==> src/include/id_remap_cfg.svh <==
// AXI ID remapper configuration: ID, address and data widths and the in-flight limits.
`ifndef ID_REMAP_CFG_SVH
`define ID_REMAP_CFG_SVH

// Width of the sparsely used ID space on the slave side.
`define ID_REMAP_SLV_ID_W 4

// Width of the dense ID space on the master side.
// It must be at least the width of the table index.
`define ID_REMAP_MST_ID_W 2

// Number of table entries per direction.
// This is the most distinct slave IDs that can be in flight at once.
`define ID_REMAP_MAX_UNIQ 4

// Most bursts in flight that may share one slave ID.
`define ID_REMAP_MAX_TXNS 3

// Address width, identical on both sides.
`define ID_REMAP_ADDR_W 16

// Data width, identical on both sides.
// The strobe carries one bit per byte of it.
`define ID_REMAP_DATA_W 32

`endif

==> src/verilog/id_remap_pkg.sv <==
// Shared types of the AXI ID remapper: IDs, table fields and the AXI channel structs.
`include "id_remap_cfg.svh"

package id_remap_pkg;

  // IDs as seen on the slave side and on the master side.
  typedef logic [`ID_REMAP_SLV_ID_W-1:0] slv_id_t;
  typedef logic [`ID_REMAP_MST_ID_W-1:0] mst_id_t;

  // Index into a remap table, which is also the low part of a master ID.
  typedef logic [$clog2(`ID_REMAP_MAX_UNIQ)-1:0] idx_t;

  // In-flight counter, wide enough to hold the per-ID limit itself.
  typedef logic [$clog2(`ID_REMAP_MAX_TXNS+1)-1:0] cnt_t;

  // One flag per table entry.
  typedef logic [`ID_REMAP_MAX_UNIQ-1:0] field_t;

  // A table entry ties a slave ID to the bursts still in flight under it.
  typedef struct packed {
    slv_id_t slv_id;
    cnt_t    cnt;
  } entry_t;

  // Address channel, used for both AR and AW.
  typedef struct packed {
    slv_id_t                  id;
    logic [`ID_REMAP_ADDR_W-1:0] addr;
    logic [7:0]               len;
  } slv_ax_t;

  typedef struct packed {
    mst_id_t                  id;
    logic [`ID_REMAP_ADDR_W-1:0] addr;
    logic [7:0]               len;
  } mst_ax_t;

  // Write data carries no ID, so one type serves both sides.
  typedef struct packed {
    logic [`ID_REMAP_DATA_W-1:0]   data;
    logic [`ID_REMAP_DATA_W/8-1:0] strb;
    logic                          last;
  } w_t;

  // Write response.
  typedef struct packed {
    slv_id_t    id;
    logic [1:0] resp;
  } slv_b_t;

  typedef struct packed {
    mst_id_t    id;
    logic [1:0] resp;
  } mst_b_t;

  // Read data.
  typedef struct packed {
    slv_id_t                     id;
    logic [`ID_REMAP_DATA_W-1:0] data;
    logic [1:0]                  resp;
    logic                        last;
  } slv_r_t;

  typedef struct packed {
    mst_id_t                     id;
    logic [`ID_REMAP_DATA_W-1:0] data;
    logic [1:0]                  resp;
    logic                        last;
  } mst_r_t;

endpackage

==> src/verilog/first_set_finder.sv <==
// Priority encoder that returns the index of the lowest set bit and flags an all-zero field.
`timescale 1ns/1ps

module first_set_finder (
  input  id_remap_pkg::field_t bits_i,
  output id_remap_pkg::idx_t   idx_o,
  output logic                 empty_o
);

  // Scan from the top bit down, so the lowest set bit is the last one to win.
  always_comb begin
    idx_o = '0;
    for (int i = $bits(id_remap_pkg::field_t) - 1; i >= 0; i--) begin
      if (bits_i[i]) begin
        idx_o = id_remap_pkg::idx_t'(i);
      end
    end
  end

  // With no bit set the index stays at zero and must not be used.
  assign empty_o = ~|bits_i;

endmodule

==> src/verilog/id_remap_table.sv <==
// Remap table that maps slave IDs to dense indices and counts the bursts in flight per entry.
`timescale 1ns/1ps
`include "id_remap_cfg.svh"

module id_remap_table (
  input  logic                  clk_i,
  input  logic                  arst_n_i,
  input  id_remap_pkg::slv_id_t req_id_i,
  output logic                  accept_o,
  output id_remap_pkg::idx_t    assign_idx_o,
  input  logic                  push_i,
  input  logic                  pop_i,
  input  id_remap_pkg::idx_t    pop_idx_i,
  output id_remap_pkg::slv_id_t pop_inp_id_o
);

  // The table is indexed by the master-side index.
  id_remap_pkg::entry_t [`ID_REMAP_MAX_UNIQ-1:0] table_q;
  id_remap_pkg::entry_t [`ID_REMAP_MAX_UNIQ-1:0] table_d;

  id_remap_pkg::field_t free;
  id_remap_pkg::field_t match;
  id_remap_pkg::idx_t   free_idx;
  id_remap_pkg::idx_t   match_idx;
  logic                 full;
  logic                 no_match;
  logic                 match_room;

  // An entry is free exactly when none of its bursts are in flight.
  // A busy entry matches when it holds the requested slave ID.
  for (genvar i = 0; i < `ID_REMAP_MAX_UNIQ; i++) begin : gen_flags
    assign free[i]  = table_q[i].cnt == '0;
    assign match[i] = (table_q[i].cnt != '0) && (table_q[i].slv_id == req_id_i);
  end

  // Lowest free entry, used for a slave ID that is not yet in flight.
  first_set_finder free_finder (
    .bits_i  (free),
    .idx_o   (free_idx),
    .empty_o (full)
  );

  // Entry already holding the requested ID.
  // There is never more than one, so the lowest is the only one.
  first_set_finder match_finder (
    .bits_i  (match),
    .idx_o   (match_idx),
    .empty_o (no_match)
  );

  // A matching entry admits one more burst only below the per-ID limit.
  assign match_room = table_q[match_idx].cnt <
                      id_remap_pkg::cnt_t'(`ID_REMAP_MAX_TXNS);

  // Reusing the index keeps ordering of same-ID bursts on the master side.
  // A fresh ID takes a free entry so independent IDs stay independent.
  assign accept_o     = no_match ? !full : match_room;
  assign assign_idx_o = no_match ? free_idx : match_idx;

  // The slave ID for a response is read straight from the entry it points to.
  assign pop_inp_id_o = table_q[pop_idx_i].slv_id;

  // Push and pop may hit the same entry in one cycle and then cancel out.
  always_comb begin
    table_d = table_q;
    if (push_i) begin
      table_d[assign_idx_o].slv_id = req_id_i;
      table_d[assign_idx_o].cnt    = table_d[assign_idx_o].cnt + 1'b1;
    end
    if (pop_i) begin
      table_d[pop_idx_i].cnt = table_d[pop_idx_i].cnt - 1'b1;
    end
  end

  always_ff @(posedge clk_i or negedge arst_n_i) begin
    if (!arst_n_i) begin
      table_q <= '0;
    end else begin
      table_q <= table_d;
    end
  end

  // The controller pushes on its own decision, so the push must agree with admission here.
  push_accepted_a: assert property (
    @(posedge clk_i) disable iff (!arst_n_i)
    push_i |-> accept_o
  );

  // A response may only come back for a burst that was forwarded and is still counted.
  pop_busy_a: assert property (
    @(posedge clk_i) disable iff (!arst_n_i)
    pop_i |-> table_q[pop_idx_i].cnt != '0
  );

  // One slave ID never owns two entries, or ordering on the master side breaks.
  match_unique_a: assert property (
    @(posedge clk_i) disable iff (!arst_n_i)
    $onehot0(match)
  );

endmodule

==> src/verilog/ax_id_assign.sv <==
// Address channel controller that forwards an admitted AR or AW and holds it under back-pressure.
`timescale 1ns/1ps

module ax_id_assign (
  input  logic               clk_i,
  input  logic               arst_n_i,
  input  logic               slv_valid_i,
  output logic               slv_ready_o,
  output logic               mst_valid_o,
  input  logic               mst_ready_i,
  output id_remap_pkg::idx_t mst_idx_o,
  input  logic               accept_i,
  input  id_remap_pkg::idx_t assign_idx_i,
  output logic               push_o
);

  // Idle forwards new requests, hold keeps a forwarded one until the master side takes it.
  typedef enum logic {
    st_idle,
    st_hold
  } state_t;

  state_t             state_q;
  state_t             state_d;
  id_remap_pkg::idx_t idx_q;

  always_comb begin
    slv_ready_o = 1'b0;
    mst_valid_o = 1'b0;
    push_o      = 1'b0;
    mst_idx_o   = assign_idx_i;
    state_d     = state_q;
    case (state_q)
      st_idle: begin
        // The table has already checked the room for this ID.
        if (slv_valid_i && accept_i) begin
          mst_valid_o = 1'b1;
          push_o      = 1'b1;
          slv_ready_o = mst_ready_i;
          if (!mst_ready_i) begin
            state_d = st_hold;
          end
        end
      end
      st_hold: begin
        // The entry was counted on entry to this state, so no second push.
        // The table's index may move with pops, hence the registered copy.
        mst_valid_o = 1'b1;
        mst_idx_o   = idx_q;
        slv_ready_o = mst_ready_i;
        if (mst_ready_i) begin
          state_d = st_idle;
        end
      end
      default: begin
        state_d = st_idle;
      end
    endcase
  end

  always_ff @(posedge clk_i or negedge arst_n_i) begin
    if (!arst_n_i) begin
      state_q <= st_idle;
    end else begin
      state_q <= state_d;
    end
  end

  // Capture the index while idle; it is only read after a stalled forward.
  always_ff @(posedge clk_i) begin
    if (state_q == st_idle) begin
      idx_q <= assign_idx_i;
    end
  end

  // AXI demands that a raised valid and its ID stay until the handshake.
  hold_stable_a: assert property (
    @(posedge clk_i) disable iff (!arst_n_i)
    (mst_valid_o && !mst_ready_i) |=> mst_valid_o && $stable(mst_idx_o)
  );

endmodule

==> src/verilog/axi_id_remap.sv <==
// AXI ID remapper top level that packs sparse slave IDs into dense master IDs per direction.
`timescale 1ns/1ps

module axi_id_remap (
  input  logic                  clk_i,
  input  logic                  arst_n_i,

  // Slave side.
  input  id_remap_pkg::slv_ax_t slv_ar_i,
  input  logic                  slv_ar_valid_i,
  output logic                  slv_ar_ready_o,
  input  id_remap_pkg::slv_ax_t slv_aw_i,
  input  logic                  slv_aw_valid_i,
  output logic                  slv_aw_ready_o,
  input  id_remap_pkg::w_t      slv_w_i,
  input  logic                  slv_w_valid_i,
  output logic                  slv_w_ready_o,
  output id_remap_pkg::slv_b_t  slv_b_o,
  output logic                  slv_b_valid_o,
  input  logic                  slv_b_ready_i,
  output id_remap_pkg::slv_r_t  slv_r_o,
  output logic                  slv_r_valid_o,
  input  logic                  slv_r_ready_i,

  // Master side.
  output id_remap_pkg::mst_ax_t mst_ar_o,
  output logic                  mst_ar_valid_o,
  input  logic                  mst_ar_ready_i,
  output id_remap_pkg::mst_ax_t mst_aw_o,
  output logic                  mst_aw_valid_o,
  input  logic                  mst_aw_ready_i,
  output id_remap_pkg::w_t      mst_w_o,
  output logic                  mst_w_valid_o,
  input  logic                  mst_w_ready_i,
  input  id_remap_pkg::mst_b_t  mst_b_i,
  input  logic                  mst_b_valid_i,
  output logic                  mst_b_ready_o,
  input  id_remap_pkg::mst_r_t  mst_r_i,
  input  logic                  mst_r_valid_i,
  output logic                  mst_r_ready_o
);

  logic                  rd_accept;
  logic                  rd_push;
  logic                  rd_pop;
  id_remap_pkg::idx_t    rd_assign_idx;
  id_remap_pkg::idx_t    rd_mst_idx;
  id_remap_pkg::slv_id_t rd_pop_id;

  logic                  wr_accept;
  logic                  wr_push;
  logic                  wr_pop;
  id_remap_pkg::idx_t    wr_assign_idx;
  id_remap_pkg::idx_t    wr_mst_idx;
  id_remap_pkg::slv_id_t wr_pop_id;

  // A read entry is released with the last beat of its burst, a write entry with its B.
  assign rd_pop = mst_r_valid_i && slv_r_ready_i && mst_r_i.last;
  assign wr_pop = mst_b_valid_i && slv_b_ready_i;

  // Read direction.
  id_remap_table rd_table (
    .clk_i        (clk_i),
    .arst_n_i     (arst_n_i),
    .req_id_i     (slv_ar_i.id),
    .accept_o     (rd_accept),
    .assign_idx_o (rd_assign_idx),
    .push_i       (rd_push),
    .pop_i        (rd_pop),
    .pop_idx_i    (mst_r_i.id[$bits(id_remap_pkg::idx_t)-1:0]),
    .pop_inp_id_o (rd_pop_id)
  );

  ax_id_assign rd_assign (
    .clk_i        (clk_i),
    .arst_n_i     (arst_n_i),
    .slv_valid_i  (slv_ar_valid_i),
    .slv_ready_o  (slv_ar_ready_o),
    .mst_valid_o  (mst_ar_valid_o),
    .mst_ready_i  (mst_ar_ready_i),
    .mst_idx_o    (rd_mst_idx),
    .accept_i     (rd_accept),
    .assign_idx_i (rd_assign_idx),
    .push_o       (rd_push)
  );

  // Write direction, independent of reads.
  id_remap_table wr_table (
    .clk_i        (clk_i),
    .arst_n_i     (arst_n_i),
    .req_id_i     (slv_aw_i.id),
    .accept_o     (wr_accept),
    .assign_idx_o (wr_assign_idx),
    .push_i       (wr_push),
    .pop_i        (wr_pop),
    .pop_idx_i    (mst_b_i.id[$bits(id_remap_pkg::idx_t)-1:0]),
    .pop_inp_id_o (wr_pop_id)
  );

  ax_id_assign wr_assign (
    .clk_i        (clk_i),
    .arst_n_i     (arst_n_i),
    .slv_valid_i  (slv_aw_valid_i),
    .slv_ready_o  (slv_aw_ready_o),
    .mst_valid_o  (mst_aw_valid_o),
    .mst_ready_i  (mst_aw_ready_i),
    .mst_idx_o    (wr_mst_idx),
    .accept_i     (wr_accept),
    .assign_idx_i (wr_assign_idx),
    .push_o       (wr_push)
  );

  // Address channels keep addr and len; the index is zero-extended into the master ID.
  assign mst_ar_o = '{id: id_remap_pkg::mst_id_t'(rd_mst_idx),
                     addr: slv_ar_i.addr,
                     len: slv_ar_i.len};
  assign mst_aw_o = '{id: id_remap_pkg::mst_id_t'(wr_mst_idx),
                     addr: slv_aw_i.addr,
                     len: slv_aw_i.len};

  // W carries no ID and passes through untouched.
  assign mst_w_o       = slv_w_i;
  assign mst_w_valid_o = slv_w_valid_i;
  assign slv_w_ready_o = mst_w_ready_i;

  // Responses get their slave ID back from the entry their master ID points to.
  assign slv_b_o       = '{id: wr_pop_id, resp: mst_b_i.resp};
  assign slv_b_valid_o = mst_b_valid_i;
  assign mst_b_ready_o = slv_b_ready_i;

  assign slv_r_o       = '{id: rd_pop_id,
                          data: mst_r_i.data,
                          resp: mst_r_i.resp,
                          last: mst_r_i.last};
  assign slv_r_valid_o = mst_r_valid_i;
  assign mst_r_ready_o = slv_r_ready_i;

endmodule

==> config.mk <==
export PLATFORM = sky130hd
export DESIGN_NAME = axi_id_remap
export DESIGN_NICKNAME = d
export VERILOG_FILES = /design/src/verilog/id_remap_pkg.sv /design/src/verilog/first_set_finder.sv /design/src/verilog/id_remap_table.sv /design/src/verilog/ax_id_assign.sv /design/src/verilog/axi_id_remap.sv
export VERILOG_INCLUDE_DIRS = /design/src /design/src/include
export SDC_FILE = /design/constraint.sdc
export NUM_CORES = 1
export LEC_CHECK = 0
export BUFFER_PORTS_ARGS = -buffer_cell sky130_fd_sc_hd__buf_4
export CAP_MARGIN = 20
export CORE_MARGIN = 5
export CORE_UTILIZATION = 38
export DETAILED_ROUTE_END_ITERATION = 12
export PLACE_DENSITY = 0.8
export RECOVER_POWER = 50
export SLEW_MARGIN = 30
export SYNTH_ARGS = -nofsm -noshare
export SYNTH_HDL_FRONTEND = slang
export SYNTH_SLANG_ARGS = --single-unit
export TNS_END_PERCENT = 30
==> constraint.sdc <==
create_clock -name clk_i -period 3.1 [get_ports clk_i]
set_clock_uncertainty 0.05 [all_clocks]
set_input_delay 0.62 -clock clk_i [delete_from_list [all_inputs] [get_ports clk_i]]
set_output_delay 0.62 -clock clk_i [all_outputs]
set_load 0.03 [all_outputs]
==> impl_metrics.yaml, run 1 <==
clock_tree:
  root_buffer: "clkbuf_16"
  cts.reportedPaths.clkPinSlew_ns: 0.07
  hold_buffers: 0
  htree_num_levels: 2
  numCtsBuffers: 5
  clock_sinks: 54
  tritoncts: "done"
  clockBufferDepth: 2
  clock_latency_ns: 0.29
final_layout:
  register_area_um2: 1330
  syn2layout_area_growth_pct: -4.02
  fin_util_pct: 36.7
  nFillCells: 1121
  multi_input_area_um2: 2140
  antenna_cells: 0
  nets: 543
  drive_gt1_share_pct: 36.2
drt:
  wl_per_cell_um: 26.7
  drt_iter0_drc: 127
  totalWireLength_um: 14500
  avgViaCountPerCell: 5.49
  drc: 0
  dr.pass1.iters: 4
  ant_nets: 0
  vias: 2991
logic_synthesis:
  ys_types: 56
  yosysSeqAreaShare_pct: 29.3
  synth_edf_count: 0
  syn_area_per_cell_um2: 9.72
  synth_warnings: 0
  ys.flop_type: "dfrtp_1"
  ys_async_sr_fraction_pct: 92.6
  syn_area_um2: 4540
  synthCells: 467
  synth-seq-cells: 54
  syn_nets: 613
sta:
  final_hold_viol_count: 0
  fin_crit_ns: 3.06
  slew_headroom_pct: 15.6
  clock.fmax_mhz: 327
  worst_slack_ns: 0.0400
  period_share_pct: 98.7
  drv_slew: 0
  final-setup-viol-count: 0
  rsz0062_at_grt: "yes"
  fin_hold_ws_ns: 0.427
  worst_pin_slew_ns: 1.27
place:
  io_buffers: 43
  hpwl_um: 11700
  place_ws_ns: -0.0297
  place_congestion: 0.872
die:
  core_area_um2: 11900
  dieArea_um2: 14200
  die_y_um: 119
  chipWidth_um: 119
  initial_core_util_pct: 38.3
  io-pin-count: 290
  rows: 40
grt:
  grt_max_degree: 51
  grt_pass1_vias: 3167
  antenna_found_initial: 0
  gr-total-overflow: 0
  grt_usage_pct: 19.8
  grt_pass1_wl_um: 21200
status:
  outcome: "complete, no violations"
worst_setup_path:
  worstPathMaxFanout: 5
  worstSetupPathType: "flop to output port"
  arrival_ns: 2.39
  required_ns: 2.43
  setup.worst_path.start_class: "flop"
  worst_setup_path_end_kind: "output port"
min_path:
  hold_class: "input port to flop"
power_and_ir_drop:
  power_density_nw_per_um2: 1200
  power_w: 0.00523
  p_leak_nw: 1.78
  vdd_drop_max_mv: 0.561
job:
  cap_violations: 0
-- repair_timing --
action | CTS | global route
resized for setup | 1 | 6
buffers inserted | 7 | 3
pin swaps | 0 | 3
cloned | 0 | 0
setup endpoints to repair | 1 | 5
-- worst max-delay path: stages, from the launching register on --
cell     delay [ns]
dfrtp_1        0.38
nor2_1         0.11
or4_1          0.52
mux2i_1        0.16
nand2_1        0.11
a22oi_2        0.18
nand2_1        0.09
a31o_2         0.22
and2_1         0.16
buf_4          0.17
-- path summary, 6_finish.rpt --
| path | startpoint | to | slack, ns | cells after the start |
|---|---|---|---|---|
| setup reg to reg | flop | wr_table.table_q[7]$_DFF_PN0_ | 0.34 | 8 |
| max in group asynchronous | arst_n_i | async pin | 1.70 | 1 |
| setup / recovery | wr_table.table_q[13]$_DFF_PN0_ | slv_aw_ready_o | 0.04 | 9 |
| hold / removal | mst_aw_ready_i | wr_assign.state_q$_DFF_PN0_ | 0.43 | 2 |
| hold reg to reg | wr_assign.idx_q[0]$_DFF_P_ | wr_assign.idx_q[0]$_DFF_P_ | 0.43 | 2 |
| min in group asynchronous | arst_n_i | rd_table.table_q[7]$_DFF_PN0_ | 0.54 | 1 |
-- where the power goes --
group | total [W] | internal [W] | switching [W]
combinational | 0.00325 | 0.00159 | 0.00166
clock | 0.000565 | 0.000300 | 0.000265
sequential | 0.00142 | 0.00106 | 0.000357
-- layout make-up --
type / instances / area share, %
Clock inverter: 3 / 0.488
Inverter: 8 / 0.689
Timing Repair Buffer: 70 / 12.0
Clock buffer: 5 / 2.87
Tap cell: 147 / 4.22
Multi-Input combinational cell: 258 / 49.2
Sequential cell: 54 / 30.6
-- cells by family (layout without fill, tap and decap cells) --
| logic type | after synthesis | count (layout) | share of synthesized area [%] |
|---|---|---|---|
| AO/OA/AOI/OAI | 40 | 40 | 6.53 |
| buffers and inverters | 155 | 86 | 24.2 |
| XOR/XNOR | 49 | 49 | 9.78 |
| multiplexers | 58 | 58 | 16.1 |
| AND/OR/NAND/NOR | 111 | 111 | 14.1 |
| flip-flops | 54 | 54 | 29.3 |
-- synth_stat cells (all sizes together), types with 2 or more instances --
cell type | count | area (um^2)
or4 | 2 | 15.0
mux2i | 13 | 130
nor3 | 11 | 70.1
buf | 137 | 1030
o21a | 2 | 15.0
a21o | 2 | 15.0
xor2 | 12 | 105
and3 | 3 | 18.8
nor3b | 5 | 42.5
and2 | 6 | 37.5
inv | 8 | 30.0
dfxtp | 4 | 80.1
o211ai | 2 | 20.0
nand3b | 2 | 15.0
or3 | 6 | 37.5
mux2 | 37 | 420
mux4 | 8 | 180
a31o | 2 | 17.5
nand4 | 5 | 37.5
o21ai | 10 | 50.0
o22ai | 4 | 25.0
nor4 | 3 | 48.8
clkbuf | 10 | 37.5
a211oi | 2 | 15.0
nor2b | 3 | 18.8
xnor2 | 37 | 339
nor2 | 28 | 105
dfrtp | 50 | 1250
a31oi | 4 | 25.0
nand3 | 11 | 55.1
nand2 | 20 | 75.1
a21oi | 3 | 15.0
o32a | 2 | 20.0
nor4b | 3 | 38.8
-- cells in the final DEF, fill, tap and decap left out, drive strengths merged, types with 5 or more instances in the layout --
cell type / synthesis / layout
and2: 6 / 6
buf: 137 / 69
clkbuf: 10 / 6
dfrtp: 50 / 50
inv: 8 / 8
mux2: 37 / 37
mux2i: 13 / 13
mux4: 8 / 8
nand2: 20 / 20
nand3: 11 / 11
nand4: 5 / 5
nor2: 28 / 28
nor3: 11 / 11
nor3b: 5 / 5
o21ai: 10 / 10
or3: 6 / 6
xnor2: 37 / 37
xor2: 12 / 12
-- per-layer routing --
layer  routed length [um]  vias up  share of wire, %  GRT usage [%]
met1                 4090     1379                28           17.5
met4                  170        2               1.2           2.86
li1                     -     1335                 -              -
met5                   88        -              0.60           5.88
met3                 3150       23                22           18.7
met2                 7050      252                48           33.0
-- stage by stage --
stage          instances  setup TNS (ns)  area, um^2
3_5_place_dp         527         -0.0297        4110
5_1_grt              545         -0.0785        4360
4_1_cts              542               0        4310
3_3_place_gp         527               0        4110
6_report             545               0        4360
2_1_floorplan        467         -0.0163        4540
No activity file was read; power rests on OpenSTA's default activity.
==> inputs of run 2 (changes only) <==
--- a/config.mk
+++ b/config.mk
@@ -8,10 +8,11 @@
 export LEC_CHECK = 0
 export BUFFER_PORTS_ARGS = -buffer_cell sky130_fd_sc_hd__buf_4
 export CAP_MARGIN = 20
-export CORE_MARGIN = 5
-export CORE_UTILIZATION = 38
+export CORE_AREA = 2 2 113 115
+export CTS_BUF_LIST = sky130_fd_sc_hd__clkbuf_8
 export DETAILED_ROUTE_END_ITERATION = 12
-export PLACE_DENSITY = 0.8
+export DIE_AREA = 0 0 115 117
+export PLACE_DENSITY = 0.78
 export RECOVER_POWER = 50
 export SLEW_MARGIN = 30
 export SYNTH_ARGS = -nofsm -noshare
==> impl_metrics.yaml, run 2 (synthesized netlist as in run 1, its figures left out) <==
status:
  outcome: "complete, no violations"
sta:
  worst_pin_slew_ns: 1.28
  clock.fmax_mhz: 325
  fin_crit_ns: 3.08
  fin_hold_ws_ns: 0.392
  period_share_pct: 99.3
  rsz0062_at_grt: "yes"
  final-setup-viol-count: 0
  slew_headroom_pct: 14.9
  drv_slew: 0
  final_hold_viol_count: 0
  worst_slack_ns: 0.0229
final_layout:
  final_cell_mix: "buf_4, dfrtp_1, mux2_2"
  final_common_cell: "buf_4"
  antenna_cells: 0
  stdcell_count: 548
  fin_util_pct: 35.4
  drive_gt1_share_pct: 37.7
  syn2layout_area_growth_pct: -4.02
  nets: 543
worst_setup_path:
  required_ns: 2.43
  worst_setup_path_end_kind: "output port"
  arrival_ns: 2.41
  crit_path_start: "wr_table.table_q[1]$_DFF_PN0_"
  cpLargestDelayFamily: "simple AND/OR/NAND/NOR gates"
  reg2regPathDepth: 7
  worstPathMaxFanout: 4
  critPathSlowestCell: "or4_1"
  crit_cells: 9
  crit_path_max_incr_delay_ns: 0.52
  worst-r2r-setup-slack_ns: 0.30
  r2r_end: "wr_table.table_q[7]$_DFF_PN0_"
  cp_cell_sequence: "nor2_2, or4_1, mux2i_1, nand2_1, a22oi_2, nand2_1, a31o_2, and2_4, buf_6"
  setup.worst_path.start_class: "flop"
  cp.buffers_inverters: 1
  crit_path_frequent_cell: "nand2_1"
  crit_end: "slv_aw_ready_o"
  worstSetupPathType: "flop to output port"
clock_tree:
  cts.reportedPaths.clkPinSlew_ns: 0.11
  root_buffer: "clkbuf_8"
  clock_latency_ns: 0.32
  hold_buffers: 0
  numCtsBuffers: 5
  htree_num_levels: 2
  clock_sinks: 54
  tritoncts: "done"
  clockBufferDepth: 2
power_and_ir_drop:
  p_leak_nw: 1.79
  power_density_nw_per_um2: 1190
  clock_power_share_pct: 9.7
  p_int_w: 0.00292
  power_w: 0.00517
  power_frac_comb_pct: 62.7
  vdd_drop_max_mv: 0.536
  switching_share_pct: 43.5
  power_frac_seq_pct: 27.6
  netSwitchingPower_w: 0.00225
drt:
  drt_iter0_drc: 65
  vias: 3000
  dr.pass1.iters: 4
  totalWireLength_um: 14300
  avgViaCountPerCell: 5.47
  drc: 0
  wl_per_cell_um: 26.1
  ant_nets: 0
die:
  dieArea_um2: 13500
  io-pin-count: 290
  die_y_um: 117
  chipWidth_um: 115
  initial_core_util_pct: 36.9
  rows: 41
  core_area_um2: 12300
place:
  dpl.cell_count: 530
  hpwl_um: 11700
  place_ws_ns: -0.0750
  place_congestion: 0.902
  io_buffers: 43
job:
  cap_violations: 0
grt:
  grt_usage_pct: 20.4
  grt_max_degree: 51
  grt_pass1_vias: 3093
  grt_pass1_wl_um: 19900
  gr-total-overflow: 0
  antenna_found_initial: 0
min_path:
  hold_class: "input port to flop"
[run 2: changes by cell type in the layout (fill, tap and decap cells not counted), sizes merged]
cell      before  now
clkinvlp       1    0
inv            8    9
clkinv         2    1
bufinv         0    1
[run 2: timing repair]
action                                 4_1_cts  5_1_grt
endpoints found under the hold margin        0        0
setup endpoints to repair                    3        6
resized for setup                            5        9
buffers inserted                             4        6
pin swaps                                    3        6
[run 2: per-layer routing]
layer / global-route usage [%] / vias up / routed length, um
met2: 33.8 / 234 / 6770
met4: 6.02 / 0 / 337
met5: 0 / - / 0
met3: 21.3 / 26 / 3340
met1: 16.3 / 1418 / 3840
li1: - / 1322 / -
[run 2: stage by stage]
stage | setup TNS, ns | instance area (um^2)
2_1_floorplan | -0.0163 | 4540
3_3_place_gp | 0 | 4120
3_5_place_dp | -0.324 | 4120
4_1_cts | 0 | 4280
5_1_grt | -0.116 | 4360
6_report | 0 | 4360
[run 2: worst reg2reg max path, stage by stage, from the launching register on]
cell and delay, ns:
dfrtp_1 0.43, xnor2_1 0.18, nand3_1 0.12, or3_1 0.47, a311oi_4 0.39, mux2i_1 0.66, o21ai_0 0.17, a31o_1 0.23
[run 2: how the worst min path moves through the flow]
stage | to | cells after the start | startpoint | slack [ns]
finish | rd_assign.state_q$_DFF_PN0_ | 2 | mst_ar_ready_i | 0.39
global route | rd_assign.state_q$_DFF_PN0_ | 2 | mst_ar_ready_i | 0.38
CTS | rd_assign.state_q$_DFF_PN0_ | 1 | arst_n_i | 0.29
detailed placement | rd_assign.idx_q[1]$_DFF_P_ | 2 | rd_assign.idx_q[1]$_DFF_P_ | 0.42
global placement | rd_assign.idx_q[0]$_DFF_P_ | 2 | rd_assign.idx_q[0]$_DFF_P_ | 0.41
floorplan | async pin | 0 | arst_n_i | 0.27
[run 2: power by group through the flow]
stage	Sequential, W	Clock [W]	Combinational (W)
2_1_floorplan	0.00132	0	0.00258
3_3_place_gp	0.00141	0	0.00296
3_5_place_dp	0.00144	0	0.00303
4_1_cts	0.00141	0.000506	0.00313
5_1_grt	0.00147	0.000536	0.00352
6_report	0.00143	0.000499	0.00324
[run 2: final cells by class]
class,instances,area (um^2)
sequential,54,1330
fill,1208,7960
multi-input combinational,258,2160
timing repair buffer,70,531
inverter,8,30.0
clock buffer,5,68.8
tap,150,188
clock inverter,3,43.8
==> inputs of run 3 (changes only) <==
--- a/config.mk
+++ b/config.mk
@@ -8,14 +8,15 @@
 export LEC_CHECK = 0
 export BUFFER_PORTS_ARGS = -buffer_cell sky130_fd_sc_hd__buf_4
 export CAP_MARGIN = 20
-export CORE_AREA = 2 2 113 115
+export CORE_MARGIN = 2
+export CORE_UTILIZATION = 38
 export CTS_BUF_LIST = sky130_fd_sc_hd__clkbuf_8
 export DETAILED_ROUTE_END_ITERATION = 12
-export DIE_AREA = 0 0 115 117
-export PLACE_DENSITY = 0.78
+export PLACE_DENSITY = 0.79
 export RECOVER_POWER = 50
 export SLEW_MARGIN = 30
 export SYNTH_ARGS = -nofsm -noshare
 export SYNTH_HDL_FRONTEND = slang
+export SYNTH_HIERARCHICAL = 1
 export SYNTH_SLANG_ARGS = --single-unit
 export TNS_END_PERCENT = 30
==> impl_metrics.yaml, run 3 <==
logic_synthesis:
  synth_compound_area_share_pct: 6.89
  syn_nets: 636
  syn_area_per_cell_um2: 9.67
  synthMuxAreaShare_pct: 17.3
  synth_common_cells: "buf_4, dfrtp_1, xnor2_1"
  ys_async_sr_fraction_pct: 92.6
  synth-simple-area-share_pct: 15.0
  ys.flop_type: "dfrtp_1"
  synth-xor-area-share_pct: 9.43
  yosysTopAreaCell: "dfrtp_1"
  syn_area_um2: 4740
  yosysSeqAreaShare_pct: 28.1
  yosysMostFrequentCell: "buf_4"
  synth_warnings: 6
  synth_edf_count: 0
  synth_fa_ha_area_share_pct: 0
  synth-seq-cells: 54
  synthTopCellsByArea: "dfrtp_1, buf_4, xnor2_1"
  synth_top_cell_area_share_pct: 26.4
  synthCells: 490
  synth_top_family_by_area: "buffers and inverters"
  ys_types: 56
worst_setup_path:
  crit_end: "rd_table/table_q[19]$_DFF_PN0_"
  worst-r2r-setup-slack_ns: -0.30
  cp_cell_sequence: "xnor2_2, nand3_2, nor3_4, nand2b_4, a21oi_4, nor2_2, a311oi_2, a211oi_2, a21oi_2, nand2_2, nor2_4, nand2_2, buf_4, o22ai_4, mux2_4, mux2i_4, nor3_2, mux2i_1, o221ai_1"
  setup.worst_path.start_class: "flop"
  worst_setup_path_end_kind: "flop"
  crit_path_frequent_cell: "nand2_2"
  crit_path_max_incr_delay_ns: 0.45
  worstPathMaxFanout: 4
  critPathSlowestCell: "dfrtp_1"
  arrival_ns: 3.54
  reg2regPathDepth: 19
  r2r_end: "rd_table/table_q[19]$_DFF_PN0_"
  required_ns: 3.25
  worstSetupPathType: "flop to flop"
drt:
  vias: 3553
  ant_nets: 0
  dr.pass1.iters: 4
  totalWireLength_um: 15200
  avgViaCountPerCell: 5.42
  drc: 0
  wl_per_cell_um: 23.2
  drt_iter0_drc: 156
sta:
  fin_crit_ns: 3.40
  period_share_pct: 110
  fin_setup_tns_ns: -2.13
  worst_pin_slew_ns: 1.33
  rsz0062_at_grt: "yes"
  final_hold_viol_count: 0
  drv_slew: 0
  clock.fmax_mhz: 295
  fin_hold_ws_ns: 0.398
  final-setup-viol-count: 14
  worst_slack_ns: -0.295
  slew_headroom_pct: 11.2
die:
  initial_core_util_pct: 39.1
  rows: 40
  dieArea_um2: 13400
  core_area_um2: 12100
  chipWidth_um: 116
  io-pin-count: 290
  die_y_um: 116
clock_tree:
  hold_buffers: 0
  clock_sinks: 54
  tritoncts: "done"
  clock_latency_ns: 0.33
  cts.reportedPaths.clkPinSlew_ns: 0.11
  clockBufferDepth: 2
  htree_num_levels: 2
  numCtsBuffers: 5
  root_buffer: "clkbuf_8"
place:
  hpwl_um: 11000
  place_congestion: 0.893
  io_buffers: 43
final_layout:
  antenna_cells: 0
  drive_gt1_share_pct: 58.6
  register_area_um2: 1340
  fin_util_pct: 47.4
  nets: 633
  final_cell_mix: "buf_4, dfrtp_1, xnor2_2"
  final_common_cell: "buf_4"
  nFillCells: 1037
  multi_input_area_um2: 2920
  syn2layout_area_growth_pct: 21.3
power_and_ir_drop:
  power_w: 0.00709
  vdd_drop_max_mv: 0.655
  p_leak_nw: 2.47
  power_density_nw_per_um2: 1230
status:
  outcome: "finished with violations"
  violations: "negative setup slack"
min_path:
  hold_depth: 2
  hold_class: "input port to flop"
job:
  cap_violations: 0
grt:
  grt_usage_pct: 20.6
  grt_pass1_vias: 3590
  gr-total-overflow: 0
  antenna_found_initial: 0
  grt_max_degree: 51
  grt_pass1_wl_um: 20700
## run 3: changes by cell type after synthesis, sizes merged, moves of 4 or more
cell    delta
a21oi      +8
and2       -4
inv        +4
mux2       +5
nand2b     +5
nand4      -4
nor3       +9
o31ai      +4
or3        -6
xor2       +5
## run 3: layout make-up
cell class / instances / area share (%)
multi-input cells: 278 / 50.7
flip-flops and latches: 54 / 23.3
repair buffers: 136 / 19.6
well taps: 168 / 3.66
clock buffers: 5 / 1.20
inverters: 12 / 0.784
clock inverters: 3 / 0.762
## run 3: worst min path at each step
| stage | startpoint | end |
|---|---|---|
| after floorplan | arst_n_i | rd_assign/state_q$_DFF_PN0_ |
| after global placement | wr_assign/idx_q[0]$_DFF_P_ | wr_assign/idx_q[0]$_DFF_P_ |
| after detailed placement | wr_assign/idx_q[0]$_DFF_P_ | wr_assign/idx_q[0]$_DFF_P_ |
| after CTS | arst_n_i | wr_table/table_q[7]$_DFF_PN0_ |
| after global routing | mst_ar_ready_i | rd_assign/state_q$_DFF_PN0_ |
| final | mst_aw_ready_i | wr_assign/state_q$_DFF_PN0_ |
## run 3: critical path, delay by kind of cell (launching register included)
kind                      cells  cell delay (ns)
muxes                         3             0.70
and+or+nand+nor               8             0.82
buffers and inverters         1             0.15
xor gates and xnor gates      1             0.19
DFF                           1             0.45
AOI/OAI and AO/OA             6             0.89
## run 3: per-layer routing
layer / routed length (um) / up-vias / track usage, %
met1: 4600 / 1733 / 19.7
li1: - / 1537 / -
met4: 522 / 2 / 7.22
met2: 7870 / 224 / 35.5
met5: 50 / - / 2.96
met3: 2200 / 57 / 13.3
## run 3: metrics by stage
stage | instances | area, um^2 | worst slack, ns
3_3_place_gp | 622 | 4860 | -0.615
5_1_grt | 656 | 5750 | -0.529
2_1_floorplan | 490 | 4920 | -0.682
6_report | 656 | 5750 | -0.295
4_1_cts | 649 | 5400 | -0.210
3_5_place_dp | 622 | 4860 | -0.808
## run 3: kinds of logic after synthesis
kind of cell | count (synthesis)
simple gates | 122
mux | 65
compound gates | 40
buf+inv | 158
flops | 54
xor+xnor | 51
## run 3: what timing repair did
| item | in CTS | in global routing |
|---|---|---|
| resized for setup | 61 | 59 |
| setup endpoints to repair | 23 | 56 |
| endpoints found under the hold margin | 0 | 0 |
| setup buffers | 21 | 12 |
| pin swaps | 24 | 23 |
## run 3: report_power, final
group	internal (W)	total, W	switching, W	leakage, nW
clock network	0.000243	0.000502	0.000259	0.0585
registers	0.00106	0.00147	0.000413	0.632
logic	0.00263	0.00511	0.00248	1.78
